===== src/logic/srt_div_pkg.sv =====
// shared width defaults, count-width helper and phase encoding for the SRT divider RTL
`default_nettype none

package srt_div_pkg;

    // default operand width for the top level
    parameter int DATA_WIDTH = 32;

    // width of a leading-zero count that can hold the value width itself
    function automatic int count_bits(input int width);
        return $clog2(width) + 1;
    endfunction

    // one control phase per state of the sequencer
    typedef enum logic [2:0] {
        IDLE,
        LOAD,
        NORMALIZE,
        ITERATE,
        FINISH,
        FINISH_SHORT,
        FINISH_ZERO,
        HOLD
    } srt_phase_t;

endpackage

`default_nettype wire

===== src/logic/srt_divider.sv =====
// SRT divider top level tying the sequencer to the operand, iteration and result stages
`timescale 1ns/1ps
`default_nettype none

module srt_divider #(
    parameter int WIDTH = srt_div_pkg::DATA_WIDTH
) (
    input  logic             clk,
    input  logic             reset,
    input  logic             req,
    input  logic [WIDTH-1:0] dividend,
    input  logic [WIDTH-1:0] divisor,
    input  logic             is_signed,
    output logic             ack,
    output logic [WIDTH-1:0] quotient,
    output logic [WIDTH-1:0] remainder,
    output logic             div_zero
);

    localparam int CW = srt_div_pkg::count_bits(WIDTH);

    srt_div_pkg::srt_phase_t phase;
    logic             div_by_zero;
    logic             short_path;
    logic             iter_done;
    logic [WIDTH:0]   norm_dividend;
    logic [WIDTH:0]   norm_divisor;
    logic [WIDTH:0]   partial_rem;
    logic [WIDTH-1:0] pos_q;
    logic [WIDTH-1:0] neg_q;
    logic [CW-1:0]    rounds;
    logic [CW-1:0]    shift_total;
    logic             q_neg;
    logic             r_neg;

    srt_ctrl u_srt_ctrl (
        .clk         (clk),
        .reset       (reset),
        .req         (req),
        .div_by_zero (div_by_zero),
        .short_path  (short_path),
        .iter_done   (iter_done),
        .ack         (ack),
        .phase       (phase)
    );

    srt_operand_prep #(.WIDTH(WIDTH)) u_srt_operand_prep (
        .clk           (clk),
        .reset         (reset),
        .phase         (phase),
        .dividend      (dividend),
        .divisor       (divisor),
        .is_signed     (is_signed),
        .div_by_zero   (div_by_zero),
        .short_path    (short_path),
        .norm_dividend (norm_dividend),
        .norm_divisor  (norm_divisor),
        .rounds        (rounds),
        .shift_total   (shift_total),
        .q_neg         (q_neg),
        .r_neg         (r_neg)
    );

    srt_iterate #(.WIDTH(WIDTH)) u_srt_iterate (
        .clk           (clk),
        .reset         (reset),
        .phase         (phase),
        .norm_dividend (norm_dividend),
        .norm_divisor  (norm_divisor),
        .rounds        (rounds),
        .iter_done     (iter_done),
        .partial_rem   (partial_rem),
        .pos_q         (pos_q),
        .neg_q         (neg_q)
    );

    srt_result #(.WIDTH(WIDTH)) u_srt_result (
        .clk          (clk),
        .reset        (reset),
        .phase        (phase),
        .dividend     (dividend),
        .partial_rem  (partial_rem),
        .norm_divisor (norm_divisor),
        .pos_q        (pos_q),
        .neg_q        (neg_q),
        .shift_total  (shift_total),
        .q_neg        (q_neg),
        .r_neg        (r_neg),
        .quotient     (quotient),
        .remainder    (remainder),
        .div_zero     (div_zero)
    );

endmodule

`default_nettype wire


===== src/logic/srt_ctrl.sv =====
// req/ack handshake and phase sequencer that steps the divider datapath
`timescale 1ns/1ps
`default_nettype none

module srt_ctrl (
    input  logic                    clk,
    input  logic                    reset,
    input  logic                    req,
    input  logic                    div_by_zero,
    input  logic                    short_path,
    input  logic                    iter_done,
    output logic                    ack,
    output srt_div_pkg::srt_phase_t phase
);

    srt_div_pkg::srt_phase_t next_phase;

    always_comb begin
        next_phase = phase;
        case (phase)
            srt_div_pkg::IDLE: begin
                if (req) begin
                    next_phase = srt_div_pkg::LOAD;
                end
            end
            srt_div_pkg::LOAD: begin
                next_phase = srt_div_pkg::NORMALIZE;
            end
            srt_div_pkg::NORMALIZE: begin
                // divide by zero wins over the short path
                if (div_by_zero) begin
                    next_phase = srt_div_pkg::FINISH_ZERO;
                end else if (short_path) begin
                    next_phase = srt_div_pkg::FINISH_SHORT;
                end else begin
                    next_phase = srt_div_pkg::ITERATE;
                end
            end
            srt_div_pkg::ITERATE: begin
                if (iter_done) begin
                    next_phase = srt_div_pkg::FINISH;
                end
            end
            srt_div_pkg::FINISH,
            srt_div_pkg::FINISH_SHORT,
            srt_div_pkg::FINISH_ZERO: begin
                next_phase = srt_div_pkg::HOLD;
            end
            srt_div_pkg::HOLD: begin
                if (!req) begin
                    next_phase = srt_div_pkg::IDLE;
                end
            end
            default: begin
                next_phase = srt_div_pkg::IDLE;
            end
        endcase
    end

    always_ff @(posedge clk) begin
        if (reset) begin
            phase <= srt_div_pkg::IDLE;
            ack   <= 1'b0;
        end else begin
            phase <= next_phase;
            ack   <= (next_phase == srt_div_pkg::HOLD);
        end
    end

    a_ack_needs_req : assert property (
        @(posedge clk) disable iff (reset) $rose(ack) |-> $past(req)
    ) else $error("ack rose without a pending req");

    a_hold_while_req : assert property (
        @(posedge clk) disable iff (reset)
        (phase == srt_div_pkg::HOLD && req) |=> phase == srt_div_pkg::HOLD
    ) else $error("left HOLD while req still high");

endmodule

`default_nettype wire


===== src/logic/srt_result.sv =====
// final remainder correction, denormalization, sign fix-up and result registers
`timescale 1ns/1ps
`default_nettype none

module srt_result #(
    parameter int WIDTH = srt_div_pkg::DATA_WIDTH
) (
    input  logic                                       clk,
    input  logic                                       reset,
    input  srt_div_pkg::srt_phase_t                    phase,
    input  logic [WIDTH-1:0]                           dividend,
    input  logic [WIDTH:0]                             partial_rem,
    input  logic [WIDTH:0]                             norm_divisor,
    input  logic [WIDTH-1:0]                           pos_q,
    input  logic [WIDTH-1:0]                           neg_q,
    input  logic [srt_div_pkg::count_bits(WIDTH)-1:0] shift_total,
    input  logic                                       q_neg,
    input  logic                                       r_neg,
    output logic [WIDTH-1:0]                           quotient,
    output logic [WIDTH-1:0]                           remainder,
    output logic                                       div_zero
);

    logic             rem_low;
    logic [WIDTH:0]   fixed_rem;
    logic [WIDTH:0]   shifted_rem;
    logic [WIDTH-1:0] q_mag;
    logic [WIDTH-1:0] r_mag;

    // negative remainder means one digit too many was taken
    assign rem_low     = partial_rem[WIDTH];
    assign fixed_rem   = rem_low ? partial_rem + norm_divisor : partial_rem;
    assign shifted_rem = fixed_rem >> shift_total;
    assign r_mag       = shifted_rem[WIDTH-1:0];
    assign q_mag       = pos_q - neg_q - WIDTH'(rem_low);

    always_ff @(posedge clk) begin
        if (reset) begin
            quotient  <= '0;
            remainder <= '0;
            div_zero  <= 1'b0;
        end else begin
            case (phase)
                srt_div_pkg::FINISH: begin
                    quotient  <= q_neg ? -q_mag : q_mag;
                    remainder <= r_neg ? -r_mag : r_mag;
                    div_zero  <= 1'b0;
                end
                srt_div_pkg::FINISH_SHORT: begin
                    quotient  <= '0;
                    remainder <= dividend;
                    div_zero  <= 1'b0;
                end
                srt_div_pkg::FINISH_ZERO: begin
                    quotient  <= '1;
                    remainder <= dividend;
                    div_zero  <= 1'b1;
                end
                default: ;
            endcase
        end
    end

endmodule

`default_nettype wire


===== src/logic/srt_iterate.sv =====
// radix-2 SRT recurrence with digit selection on the partial remainder and quotient digits
`timescale 1ns/1ps
`default_nettype none

module srt_iterate #(
    parameter int WIDTH = srt_div_pkg::DATA_WIDTH
) (
    input  logic                                       clk,
    input  logic                                       reset,
    input  srt_div_pkg::srt_phase_t                    phase,
    input  logic [WIDTH:0]                             norm_dividend,
    input  logic [WIDTH:0]                             norm_divisor,
    input  logic [srt_div_pkg::count_bits(WIDTH)-1:0] rounds,
    output logic                                       iter_done,
    output logic [WIDTH:0]                             partial_rem,
    output logic [WIDTH-1:0]                           pos_q,
    output logic [WIDTH-1:0]                           neg_q
);

    localparam int CW = srt_div_pkg::count_bits(WIDTH);

    logic [CW-1:0]  counter;
    logic [WIDTH:0] div_reg;
    logic [WIDTH:0] neg_div;
    logic [WIDTH:0] next_rem;
    logic           digit_pos;
    logic           digit_neg;

    assign iter_done = (counter == rounds);

    // digit from the top two bits of the remainder
    always_comb begin
        next_rem  = partial_rem;
        digit_pos = 1'b0;
        digit_neg = 1'b0;
        case (partial_rem[WIDTH:WIDTH-1])
            2'b01: begin
                next_rem  = partial_rem + neg_div;
                digit_pos = 1'b1;
            end
            2'b10: begin
                next_rem  = partial_rem + div_reg;
                digit_neg = 1'b1;
            end
            default: begin
                next_rem = partial_rem;
            end
        endcase
    end

    always_ff @(posedge clk) begin
        if (reset) begin
            counter <= '0;
        end else if (phase == srt_div_pkg::NORMALIZE) begin
            counter <= '0;
        end else if (phase == srt_div_pkg::ITERATE) begin
            counter <= counter + 1'b1;
        end
    end

    always_ff @(posedge clk) begin
        if (phase == srt_div_pkg::NORMALIZE) begin
            partial_rem <= norm_dividend;
            div_reg     <= norm_divisor;
            neg_div     <= -norm_divisor;
            pos_q       <= '0;
            neg_q       <= '0;
        end else if (phase == srt_div_pkg::ITERATE) begin
            // last round keeps the remainder aligned with the divisor
            partial_rem <= iter_done ? next_rem : next_rem << 1;
            pos_q       <= {pos_q[WIDTH-2:0], digit_pos};
            neg_q       <= {neg_q[WIDTH-2:0], digit_neg};
        end
    end

    a_counter_bound : assert property (
        @(posedge clk) disable iff (reset)
        phase == srt_div_pkg::ITERATE |-> counter <= rounds
    ) else $error("iteration counter passed the round count");

endmodule

`default_nettype wire


===== src/logic/srt_operand_prep.sv =====
// operand capture, magnitude and sign forming, normalization and early-exit detection
`timescale 1ns/1ps
`default_nettype none

module srt_operand_prep #(
    parameter int WIDTH = srt_div_pkg::DATA_WIDTH
) (
    input  logic                                       clk,
    input  logic                                       reset,
    input  srt_div_pkg::srt_phase_t                    phase,
    input  logic [WIDTH-1:0]                           dividend,
    input  logic [WIDTH-1:0]                           divisor,
    input  logic                                       is_signed,
    output logic                                       div_by_zero,
    output logic                                       short_path,
    output logic [WIDTH:0]                             norm_dividend,
    output logic [WIDTH:0]                             norm_divisor,
    output logic [srt_div_pkg::count_bits(WIDTH)-1:0] rounds,
    output logic [srt_div_pkg::count_bits(WIDTH)-1:0] shift_total,
    output logic                                       q_neg,
    output logic                                       r_neg
);

    localparam int CW = srt_div_pkg::count_bits(WIDTH);

    logic          dividend_neg;
    logic          divisor_neg;
    logic [WIDTH-1:0] mag_dividend;
    logic [WIDTH-1:0] mag_divisor;
    logic [CW-1:0] s_zero;
    logic [CW-1:0] d_zero;
    logic [CW:0]   delta;

    assign dividend_neg = is_signed & dividend[WIDTH-1];
    assign divisor_neg  = is_signed & divisor[WIDTH-1];

    always_ff @(posedge clk) begin
        if (reset) begin
            q_neg <= 1'b0;
            r_neg <= 1'b0;
        end else if (phase == srt_div_pkg::LOAD) begin
            q_neg <= dividend_neg ^ divisor_neg;
            r_neg <= dividend_neg;
        end
    end

    // most negative value maps onto its own unsigned magnitude
    always_ff @(posedge clk) begin
        if (phase == srt_div_pkg::LOAD) begin
            mag_dividend <= dividend_neg ? -dividend : dividend;
            mag_divisor  <= divisor_neg ? -divisor : divisor;
        end
    end

    srt_lzc #(.WIDTH(WIDTH)) u_lzc_dividend (
        .data       (mag_dividend),
        .zero_count (s_zero)
    );

    srt_lzc #(.WIDTH(WIDTH)) u_lzc_divisor (
        .data       (mag_divisor),
        .zero_count (d_zero)
    );

    // one extra bit so the sign of the difference is never ambiguous
    assign delta = {1'b0, d_zero} - {1'b0, s_zero};

    assign div_by_zero   = (d_zero == CW'(WIDTH));
    assign short_path    = delta[CW];
    assign rounds        = delta[CW-1:0];
    assign shift_total   = rounds + s_zero;
    assign norm_dividend = {1'b0, mag_dividend << s_zero};
    assign norm_divisor  = {1'b0, mag_divisor << d_zero};

endmodule

`default_nettype wire


===== src/logic/srt_lzc.sv =====
// combinational leading-zero counter built as a recursive binary split of the input word
`timescale 1ns/1ps
`default_nettype none

module srt_lzc #(
    parameter int WIDTH = srt_div_pkg::DATA_WIDTH
) (
    input  logic [WIDTH-1:0]                           data,
    output logic [srt_div_pkg::count_bits(WIDTH)-1:0] zero_count
);

    localparam int CW = srt_div_pkg::count_bits(WIDTH);

    generate
        if (WIDTH == 1) begin : g_leaf
            assign zero_count = ~data[0];
        end else begin : g_split
            localparam int HALF = WIDTH / 2;
            localparam int HCW  = srt_div_pkg::count_bits(HALF);

            logic [HCW-1:0] hi_count;
            logic [HCW-1:0] lo_count;

            srt_lzc #(.WIDTH(HALF)) u_hi (
                .data       (data[WIDTH-1:HALF]),
                .zero_count (hi_count)
            );

            srt_lzc #(.WIDTH(HALF)) u_lo (
                .data       (data[HALF-1:0]),
                .zero_count (lo_count)
            );

            // top bit of a half count only set when that half is all zeros
            assign zero_count = hi_count[HCW-1] ? {1'b0, lo_count} + CW'(HALF)
                                                : {1'b0, hi_count};
        end
    endgenerate

    // count must point at the leading one and never pass WIDTH
    a_count_range : assert final ($isunknown(data) ||
        (zero_count == WIDTH ? data == '0
                             : (data >> (WIDTH - 1 - zero_count)) == 1))
        else $error("leading zero count %0d does not match data %h", zero_count, data);

endmodule

`default_nettype wire


===== config.mk =====
export PLATFORM = sky130hd
export DESIGN_NAME = srt_divider
export DESIGN_NICKNAME = d
export VERILOG_FILES = /design/src/logic/srt_div_pkg.sv /design/src/logic/srt_divider.sv /design/src/logic/srt_ctrl.sv /design/src/logic/srt_result.sv /design/src/logic/srt_iterate.sv /design/src/logic/srt_operand_prep.sv /design/src/logic/srt_lzc.sv
export SDC_FILE = /design/constraint.sdc
export NUM_CORES = 1
export LEC_CHECK = 0
export ABC_CLOCK_PERIOD_IN_PS = 6950
export BUFFER_PORTS_ARGS = -buffer_cell sky130_fd_sc_hd__buf_2
export CAP_MARGIN = 20
export CORE_MARGIN = 4
export CORE_UTILIZATION = 30
export DETAILED_ROUTE_END_ITERATION = 7
export PLACE_DENSITY = 0.52
export SLEW_MARGIN = 20
export SYNTH_ARGS = -nofsm -noshare
export SYNTH_HDL_FRONTEND = slang
export SYNTH_HIERARCHICAL = 1
export SYNTH_SLANG_ARGS = --single-unit

===== constraint.sdc =====
create_clock -name clk -period 6.95 [get_ports clk]
set_input_delay 0.695 -clock clk [delete_from_list [all_inputs] [get_ports clk]]
set_output_delay 0.695 -clock clk [all_outputs]
set_load 0.02 [all_outputs]

# Word level (Yosys, flattened, before mapping)
# Cells that the tools add are included.
# totals
output_inout_bits	66
romBits	0
inputBits	68
latch_bits	0
mem_bits_rw	0
mem_count	0
wordCells	266
ff_bits	303
# classes
shift	3
n_eq_ne	13
magnitude_cmp	0
bitwise_logic	67
mul	0
n_addsub	75
div_mod_pow	0
mux	82
n_reduce_logical	10
# op_table
operator	n
$mux W32	6
$neg A32 Y32	4
$pmux W32 S3	1
$add A33 B32 Y33	2
$mux W33	2
$pmux W33 S2	1
$add A1 B1 Y2 const B	32
$mux W2	32
$not A1 Y1	64
$pmux W32 S2	1
$shl A32 B6 Y32	2
$mux W3	21
$add A2 B2 Y3 const B	16
$add A33 B33 Y33	1
$neg A32 Y33	1
$shr A33 B6 Y32	1
$add A3 B3 Y4 const B	8
$mux W4	8
$sub A32 B1 Y32	1
$sub A32 B32 Y32	1
$add A4 B4 Y5 const B	4
$mux W5	4
$pmux W3 S6	1
$eq A3 B3 Y1 const B	5
22 further kinds	31

# Longest topological paths before layout
# Gate-level depths: netlist (run 1).
# depth
depth_word	18
mapped_depth	34
ltp_nobuf	30

# Hierarchy
# The synthesis (run 1) kept the hierarchy.
# modules_own_cells
mod	n_inst	area_each_um2	cells_per_inst	seq_area_each_um2
srt_result	1	12414.4	1771	1301.2
srt_iterate	1	9455.3	1001	4344.2
srt_operand_prep	1	7230.7	768	1961.9
srt_lzc (u_srt_operand_prep.u_lzc_dividend.g_split.u_hi.g_split.u_hi.g_split.u_hi.g_split.u_hi ...)	32	16.3	2	0.0
srt_lzc (u_srt_operand_prep.u_lzc_dividend.g_split.u_hi.g_split.u_hi.g_split.u_hi ...)	16	27.5	3	0.0
srt_lzc (u_srt_operand_prep.u_lzc_dividend.g_split.u_hi.g_split.u_hi ...)	8	35.0	4	0.0
srt_lzc (u_srt_operand_prep.u_lzc_dividend.g_split.u_hi.g_split.u_hi.g_split.u_hi.g_split.u_hi.g_split.u_hi ...)	64	3.8	1	0.0
srt_ctrl	1	224.0	25	80.1
srt_lzc (u_srt_operand_prep.u_lzc_dividend.g_split.u_hi ...)	4	46.3	5	0.0
srt_lzc (u_srt_operand_prep.u_lzc_dividend ...)	2	57.6	6	0.0

# Worst setup path after synthesis (run 1)
# No wires, ideal clock.
# synth_path
path_type	register to register
start	reg u_srt_operand_prep.mag_divisor[7]
end	reg u_srt_result.remainder[28]
arrival_ns	7.276
setup_time_ns	0.115
path_slack_ns	-0.441
path_buffers	4
synth_period_minus_slack_ns	7.391
path_stages_with_launch	34
t_required_ns	6.835
path_cell_list	edfxtp_1 > inv_1 > and2_2 > and2_1 > mux2_2 > mux2_2 > mux2_2 > clkinv_1 > buf_1 > buf_2 > mux2i_1 > nor2_1 > a31oi_1 > o221ai_1 > ha_1 > buf_2 > nand4_1 > nor2_1 > a21boi_2 > a2111o_1 > nand3_1 > or3_1 > buf_4 > mux4_2 > and3_4 > a311oi_4 > inv_1 > ha_1 > o2111ai_1 > nand4b_2 > nor2b_2 > a41o_1 > xnor2_1 > o21a_1
# synth_via
elab_chain_cells	15
elab_cells_between_ends	17
classes_between	add/sub: 6; shift: 2; mux: 8; bitwise: 1
# synth_lines
item	line	rtl
start, declared	srt_operand_prep.sv:29	logic [WIDTH-1:0] mag_divisor;
start signal, assigned	srt_operand_prep.sv:51	mag_divisor <= divisor_neg ? -divisor : divisor;
$not A1 Y1 *	srt_lzc.sv:16	assign zero_count = ~data[0];
named net u_srt_operand_prep.u_lzc_divisor.g_split.u_lo.g_split.u_lo.g_split.u_hi.g_split.u_hi.g_split.hi_count	srt_lzc.sv:21	logic [HCW-1:0] hi_count;
$mux W2 *	srt_lzc.sv:35	assign zero_count = hi_count[HCW-1] ? {1'b0, lo_count} + CW'(HALF)
$mux W3 *	srt_lzc.sv:35	
$mux W4 *	srt_lzc.sv:35	
$add A4 B4 Y5 *	srt_lzc.sv:35	
$mux W5 *	srt_lzc.sv:35	
named net u_srt_operand_prep.u_lzc_divisor.g_split.lo_count[1]	srt_lzc.sv:22	logic [HCW-1:0] lo_count;
[2 not listed]	n/a	
named net u_srt_operand_prep.d_zero[1]	srt_operand_prep.sv:31	logic [CW-1:0] d_zero;
$shl A32 B6 Y32 *	srt_operand_prep.sv:73	assign norm_divisor = {1'b0, mag_divisor << d_zero};
named net norm_divisor[20]	srt_divider.sv:27	logic [WIDTH:0] norm_divisor;
$add A33 B32 Y33 *	srt_result.sv:32	assign fixed_rem = rem_low ? partial_rem + norm_divisor : partial_rem;
$mux W33 *	srt_result.sv:32	
$shr A33 B6 Y32 *	srt_result.sv:33	assign shifted_rem = fixed_rem >> shift_total;
$neg A32 Y32	srt_result.sv:46	remainder <= r_neg ? -r_mag : r_mag;
$mux W32 *	srt_result.sv:46	
$pmux W32 S2 *	srt_result.sv:43	case (phase)
end signal, assigned	srt_result.sv:46	
end signal, assigned	srt_result.sv:51	remainder <= dividend;
end signal, assigned	srt_result.sv:56	remainder <= dividend;
end, declared	srt_result.sv:20	output logic [WIDTH-1:0] remainder,
# Mark *: on every way through the listed nets, which the timed path passes. The rest lies on a longest branch.
# A chain may end at the register's enable or synchronous reset.

# Worst setup path in the final report (run 1)
# layout_path
start	reg u_srt_operand_prep.mag_divisor[22]
end	reg u_srt_result.remainder[28]
# layout_via
elab_chain_cells	15
elab_cells_between_ends	17
classes_between	add/sub: 6; shift: 2; mux: 8; bitwise: 1
# layout_lines
item	line
$not A1 Y1 *	srt_lzc.sv:16
named net u_srt_operand_prep.u_lzc_divisor.g_split.u_hi.g_split.u_lo.g_split.u_hi.g_split.u_hi.g_split.lo_count	srt_lzc.sv:22
$add A1 B1 Y2 *	srt_lzc.sv:35
$mux W2 *	srt_lzc.sv:35
named net u_srt_operand_prep.u_lzc_divisor.g_split.u_hi.g_split.u_lo.g_split.u_hi.g_split.hi_count[0]	srt_lzc.sv:21
$mux W3 *	srt_lzc.sv:35
named net u_srt_operand_prep.u_lzc_divisor.g_split.u_hi.g_split.u_lo.g_split.hi_count[0]	srt_lzc.sv:21
$mux W4 *	srt_lzc.sv:35
named net u_srt_operand_prep.u_lzc_divisor.g_split.u_hi.g_split.lo_count[0]	srt_lzc.sv:22
[2 not listed]	n/a
named net u_srt_operand_prep.u_lzc_divisor.g_split.hi_count[0]	srt_lzc.sv:21
[1 not listed]	n/a
named net u_srt_operand_prep.d_zero[0]	srt_operand_prep.sv:31
$shl A32 B6 Y32 *	srt_operand_prep.sv:73
named net norm_divisor[17]	srt_divider.sv:27
$add A33 B32 Y33 *	srt_result.sv:32
$mux W33 *	srt_result.sv:32
$shr A33 B6 Y32 *	srt_result.sv:33
$neg A32 Y32	srt_result.sv:46
$mux W32 *	srt_result.sv:46
$pmux W32 S2 *	srt_result.sv:43
# Marks and branches as above.

==> results of run 1 <==
==> metal layers <==
layer  vias up  global-route usage  wire length, um
met2       976               0.345            54700
met4         4              0.0625             3470
met5         -                   0               27
met1     15300               0.278            51900
li1      15300                   -                -
met3       156              0.0454             8670
==> cells by family after synthesis <==
| kind of cell | synth area share |
|---|---|
| AOI/OAI and AO/OA | 0.222 |
| xor gates and xnor gates | 0.0634 |
| adders and majority gates | 0.0610 |
| buffers and inverters | 0.0576 |
| DFF | 0.247 |
| muxes | 0.119 |
| other | 0.000121 |
| and+or+nand+nor | 0.230 |
==> cells in the mapped netlist (all sizes together), types with 14 or more instances <==
| cell type | instances |
|---|---|
| nand2 | 449 |
| nor2 | 251 |
| a21oi | 246 |
| inv | 230 |
| o21ai | 187 |
| edfxtp | 162 |
| ha | 142 |
| clkbuf | 141 |
| dfxtp | 141 |
| nand3 | 132 |
| mux2i | 129 |
| mux2 | 126 |
| xnor2 | 120 |
| xor2 | 105 |
| nor3 | 101 |
| and2 | 97 |
| buf | 68 |
| a211oi | 65 |
| nor2b | 59 |
| a21o | 57 |
| a31oi | 55 |
| or3 | 44 |
| mux4 | 42 |
| o211ai | 40 |
| nand2b | 39 |
| nor4 | 39 |
| nand4 | 35 |
| o31ai | 34 |
| and2b | 32 |
| and3 | 29 |
| o21a | 29 |
| o221ai | 22 |
| o22ai | 21 |
| a221oi | 19 |
| or2 | 18 |
| a21boi | 17 |
| a2111oi | 16 |
| nand3b | 16 |
| o21bai | 16 |
| or4 | 16 |
| a211o | 14 |
==> cell usage in the layout, fill, tap and decap left out, types with 43 or more instances in the layout <==
master,Yosys,final
buf_4,4,641
a31oi_1,53,43
buf_2,42,133
mux2i_1,129,113
edfxtp_1,162,162
and2_1,65,61
ha_1,142,124
a21oi_1,240,221
nor3_1,98,89
inv_1,227,224
nor2_1,249,235
a21o_1,56,55
nor2b_1,58,55
a211oi_1,59,49
dfxtp_1,141,140
o21ai_0,163,141
xnor2_1,120,108
xor2_1,105,102
nand3_1,131,130
clkbuf_16,0,43
mux2_2,110,100
nand2_1,449,439
==> timing repair <==
| action | 4_1_cts | 5_1_grt |
|---|---|---|
| cloned | 1 | 2 |
| resized for setup | 217 | 86 |
| endpoints found under the setup margin | 31 | 31 |
| buffers inserted | 27 | 18 |
| pin swaps | 117 | 69 |
| hold buffers | 0 | 0 |
==> worst paths after layout <==
check,startpoint,endpoint,slack (ps),depth (start not counted)
max,u_srt_operand_prep/mag_divisor[22],u_srt_result/remainder[28],-640,30
min,divisor[0],u_srt_operand_prep/mag_divisor[0],330,1
max reg2reg,u_srt_operand_prep/mag_divisor[22],u_srt_result/remainder[28],-640,30
min reg2reg,u_srt_iterate/pos_q[31],u_srt_iterate/pos_q[31],450,2
==> final cells by class <==
| type | instances | area [um^2] |
|---|---|---|
| Fill cell | 10400 | 61400 |
| Multi-Input combinational cell | 3060 | 23300 |
| Sequential cell | 303 | 7690 |
| Timing Repair Buffer | 806 | 6000 |
| Tap cell | 1368 | 1710 |
| Clock buffer | 46 | 1080 |
| Inverter | 234 | 882 |
| Clock inverter | 28 | 253 |
| Antenna cell | 3 | 7.51 |
==> stage by stage <==
stage / hold slack (ps) / cell area (um^2) / utilization / setup slack (ps) / instances
4_1_cts: 290 / 40300 / 0.394 / -448 / 5826
3_5_place_dp: 440 / 37700 / 0.368 / -1070 / 5726
5_1_grt: 302 / 40900 / 0.400 / -899 / 5846
6_report: 334 / 40900 / 0.400 / -641 / 5848
3_3_place_gp: 439 / 37700 / 0.368 / -976 / 5726
2_1_floorplan: 430 / 31300 / - / -14.6 / 3806
==> critical path, delay by kind of cell, from the launching register on <==
kind                       cells  cell delay [ps]
AOI/OAI and AO/OA             10             2430
muxes                          7             2280
and+or+nand+nor                6             1360
buffers and inverters          5              630
DFF                            1              380
adders and majority gates      1              300
xor gates and xnor gates       1               70
==> impl_metrics.yaml, run 1 <==
synthesis:
  synth-edff-count: 162
  synthFlopType: "edfxtp_1"
  yosysTopAreaCell: "edfxtp_1"
  synth_area_mm2: 0.0311
  ys_top_cells_by_area: "edfxtp_1 16%, dfxtp_1 9.1%, ha_1 5.7%, nand2_1 5.4%, mux2i_1 4.2%"
  synth.top_cell.area_share: 0.156
  synth_cell_types: 130
  synthArstFlopShare: 0
  syn-instance-count: 3805
  ys.warnings.count: 6
  ys_ff_latch: 303
  syn_area_per_cell_um2: 8.18
  ys_seq_area_frac: 0.247
cts:
  clkTransAtPathRegs_ps: 60
  cts_made_buffers: 40
  clk_path_buf_depth: 3
  htreeDepth: 2
  clk_latency_ps: 600
  cts_sinks: 303
  tritoncts: "yes"
  cts_root_buf: "clkbuf_16"
sta:
  clock_skew_ps: 19.9
  fin_tns_setup_ps: -13560
  slew_viol_final: 0
  worst_pin_slew_ps: 1070
  relSlewSlack: 0.280
  timing.fmax_mhz: 132
  period_minus_slack_ps: 7590
  hold_viol_final: 0
  period_share: 1.09
  setup_viol_count_final: 31
  worst_slack_ps: -641
  grt_setup_unrepaired: "true"
drt:
  wl_per_cell_um: 20.3
  drc_errors: 0
  first_pass_iters: 6
  dr_total_vias: 31700
  drt_iter0_markers: 2577
  totalWireLength_mm: 119
  detail-route-antenna-nets: 0
  routed_via_density: 5.42
die:
  fp.dieH_um: 330
  num_rows: 117
  die_w_um: 330
  coreArea_mm2: 0.102
  dieArea_mm2: 0.109
  ioPinCount: 134
  initial_utilization: 0.304
critical_path:
  crit_fanout: 8
  crit_top_cell: "mux2_4"
  path_class: "register to register"
  crit_path_top_delay_cell: "mux4_2"
  slowest_delay_ps: 490
  end_kind: "register"
  required_ps: 7440
  cp.arrival_ps: 8080
  critical_path.startpoint_type: "register"
cells_and_area:
  drive_gt1_frac: 0.323
  fin_nets: 4661
  area_growth_pct: 31.6
status:
  status: "complete, but fails checks"
  violations: "setup timing"
grt:
  grt_first_pass_wirelength_mm: 180
  track_usage: 0.210
  grt_pass1_vias: 30700
  overflow: 0
  grt_start_max_net_pins: 70
  antenna_found_initial: 6
placed_design:
  dp_hpwl_mm: 93.9
  port_buffers: 133
  gpl.final_weighted_congestion: 0.939
job:
  drv_cap: 0
worst_hold_path:
  hold_class: "primary input to register"
Power of run 1 is left out: the tool's default activity adds up to more than one toggle a clock period on the data nets, which glitch-free logic cannot reach.
==> run 2: changes to the inputs <==
RECOVER_POWER = 100   (was unset)
==> impl_metrics.yaml, run 2 (same netlist as run 1, synthesis figures left out) <==
status:
  status: "complete, but fails checks"
  violations: "capacitance limit, slew limit, setup timing"
cts:
  clk_latency_ps: 600
  hold_buffers: 0
  clk_path_buf_depth: 3
  clkTransAtPathRegs_ps: 60
  cts_made_buffers: 40
  cts_sinks: 303
  cts_root_buf: "clkbuf_16"
  tritoncts: "yes"
  htreeDepth: 2
critical_path:
  end_kind: "register"
  slowest_delay_ps: 490
  timing.reg2reg.setup_slack_ps: -640
  crit_path_top_delay_cell: "mux4_2"
  crit_fanout: 8
  cp.arrival_ps: 8080
  critical_path.startpoint_type: "register"
  crit_top_cell: "mux2_4"
  required_ps: 7440
  path_class: "register to register"
drt:
  totalWireLength_mm: 119
  drc_errors: 0
  drt_iter0_markers: 2621
  wl_per_cell_um: 20.3
  dr_total_vias: 31700
  detail-route-antenna-nets: 0
  first_pass_iters: 6
  routed_via_density: 5.42
placed_design:
  dp_hpwl_mm: 93.9
  post-place-cells: 5726
  gpl.final_weighted_congestion: 0.939
  port_buffers: 133
die:
  dieArea_mm2: 0.109
  die_w_um: 330
  initial_utilization: 0.304
  fp.dieH_um: 330
  num_rows: 117
  coreArea_mm2: 0.102
  ioPinCount: 134
grt:
  gr-usage-met2: 0.345
  grt_first_pass_wirelength_mm: 180
  grt_util_met1: 0.278
  antenna_found_initial: 6
  grt_pass1_vias: 30700
  track_usage: 0.210
  grt_start_max_net_pins: 70
  use_met3: 0.0454
  top_usage_layer: "met2"
  overflow: 0
sta:
  whs_ps: 398
  worst_pin_slew_ps: 3790
  slew_viol_final: 263
  worst_slack_ps: -641
  period_minus_slack_ps: 7590
  period_share: 1.09
  timing.fmax_mhz: 132
  setup_viol_count_final: 31
  relSlewSlack: -1.53
  hold_viol_final: 0
  clock_skew_ps: 19.1
  grt_setup_unrepaired: "true"
cells_and_area:
  drive_gt1_frac: 0.304
  area_growth_pct: 31.1
  final_common_cell: "buf_4"
  fin_cells: 5848
  n_fill_cell: 10500
  fin_nets: 4661
  final_cell_mix: "633 x buf_4, 439 x nand2_1, 235 x nor2_1"
job:
  drv_cap: 6
worst_hold_path:
  hold_class: "primary input to register"
## run 2: stage by stage
| step | worst slack, ps | setup TNS [ps] | utilization | instance area, um^2 |
|---|---|---|---|---|
| 6_report | -641 | -13600 | 0.398 | 40800 |
| 2_1_floorplan | -14.6 | -14.6 | - | 31300 |
| 3_3_place_gp | -976 | -21600 | 0.368 | 37700 |
| 5_1_grt | -899 | -26330 | 0.398 | 40800 |
| 3_5_place_dp | -1070 | -24000 | 0.368 | 37700 |
| 4_1_cts | -448 | -9820 | 0.394 | 40300 |
## run 2: metal layers
layer	part of all wire	vias up	wire, um
li1	-	15300	-
met1	0.44	15300	51800
met2	0.46	1000	54600
met3	0.074	158	8840
met4	0.030	4	3550
met5	0.00023	-	27
## run 2: worst max-delay path: cells and delay by family, from the launching register on
family,cells,cell delay [ps]
and+or+nand+nor,6,1360
adders and majority gates,1,300
muxes,7,2280
buffers and inverters,5,630
AOI/OAI and AO/OA,10,2450
xor gates and xnor gates,1,70
DFF,1,380
## run 2: path summary, 6_finish.rpt
kind / cells past startpoint / to / startpoint
worst max-delay path: 30 / u_srt_result/remainder[28] / u_srt_operand_prep/mag_divisor[22]
worst min-delay path: 2 / u_srt_operand_prep/mag_divisor[10] / divisor[10]
worst max register to register: 30 / u_srt_result/remainder[28] / u_srt_operand_prep/mag_divisor[22]
worst min register to register: 2 / u_srt_iterate/pos_q[31] / u_srt_iterate/pos_q[31]
## run 2: layout make-up
cell class              instances  area [um^2]  area share
multi-input cells            3060        23300       0.571
flip-flops and latches        303         7690       0.189
repair buffers                806         5880       0.144
well taps                    1368         1710      0.0420
clock buffers                  46         1080      0.0265
inverters                     234          882      0.0216
clock inverters                28          253     0.00620
diodes                          3         7.51    0.000184
## run 2: repair_timing
item / in CTS / in global routing
pin swaps: 117 / 69
hold endpoints to repair: 0 / 0
setup buffers: 27 / 18
resized for setup: 217 / 86
endpoints found under the setup margin: 31 / 31
gates cloned: 1 / 2
Power of run 2 is left out for the same reason.
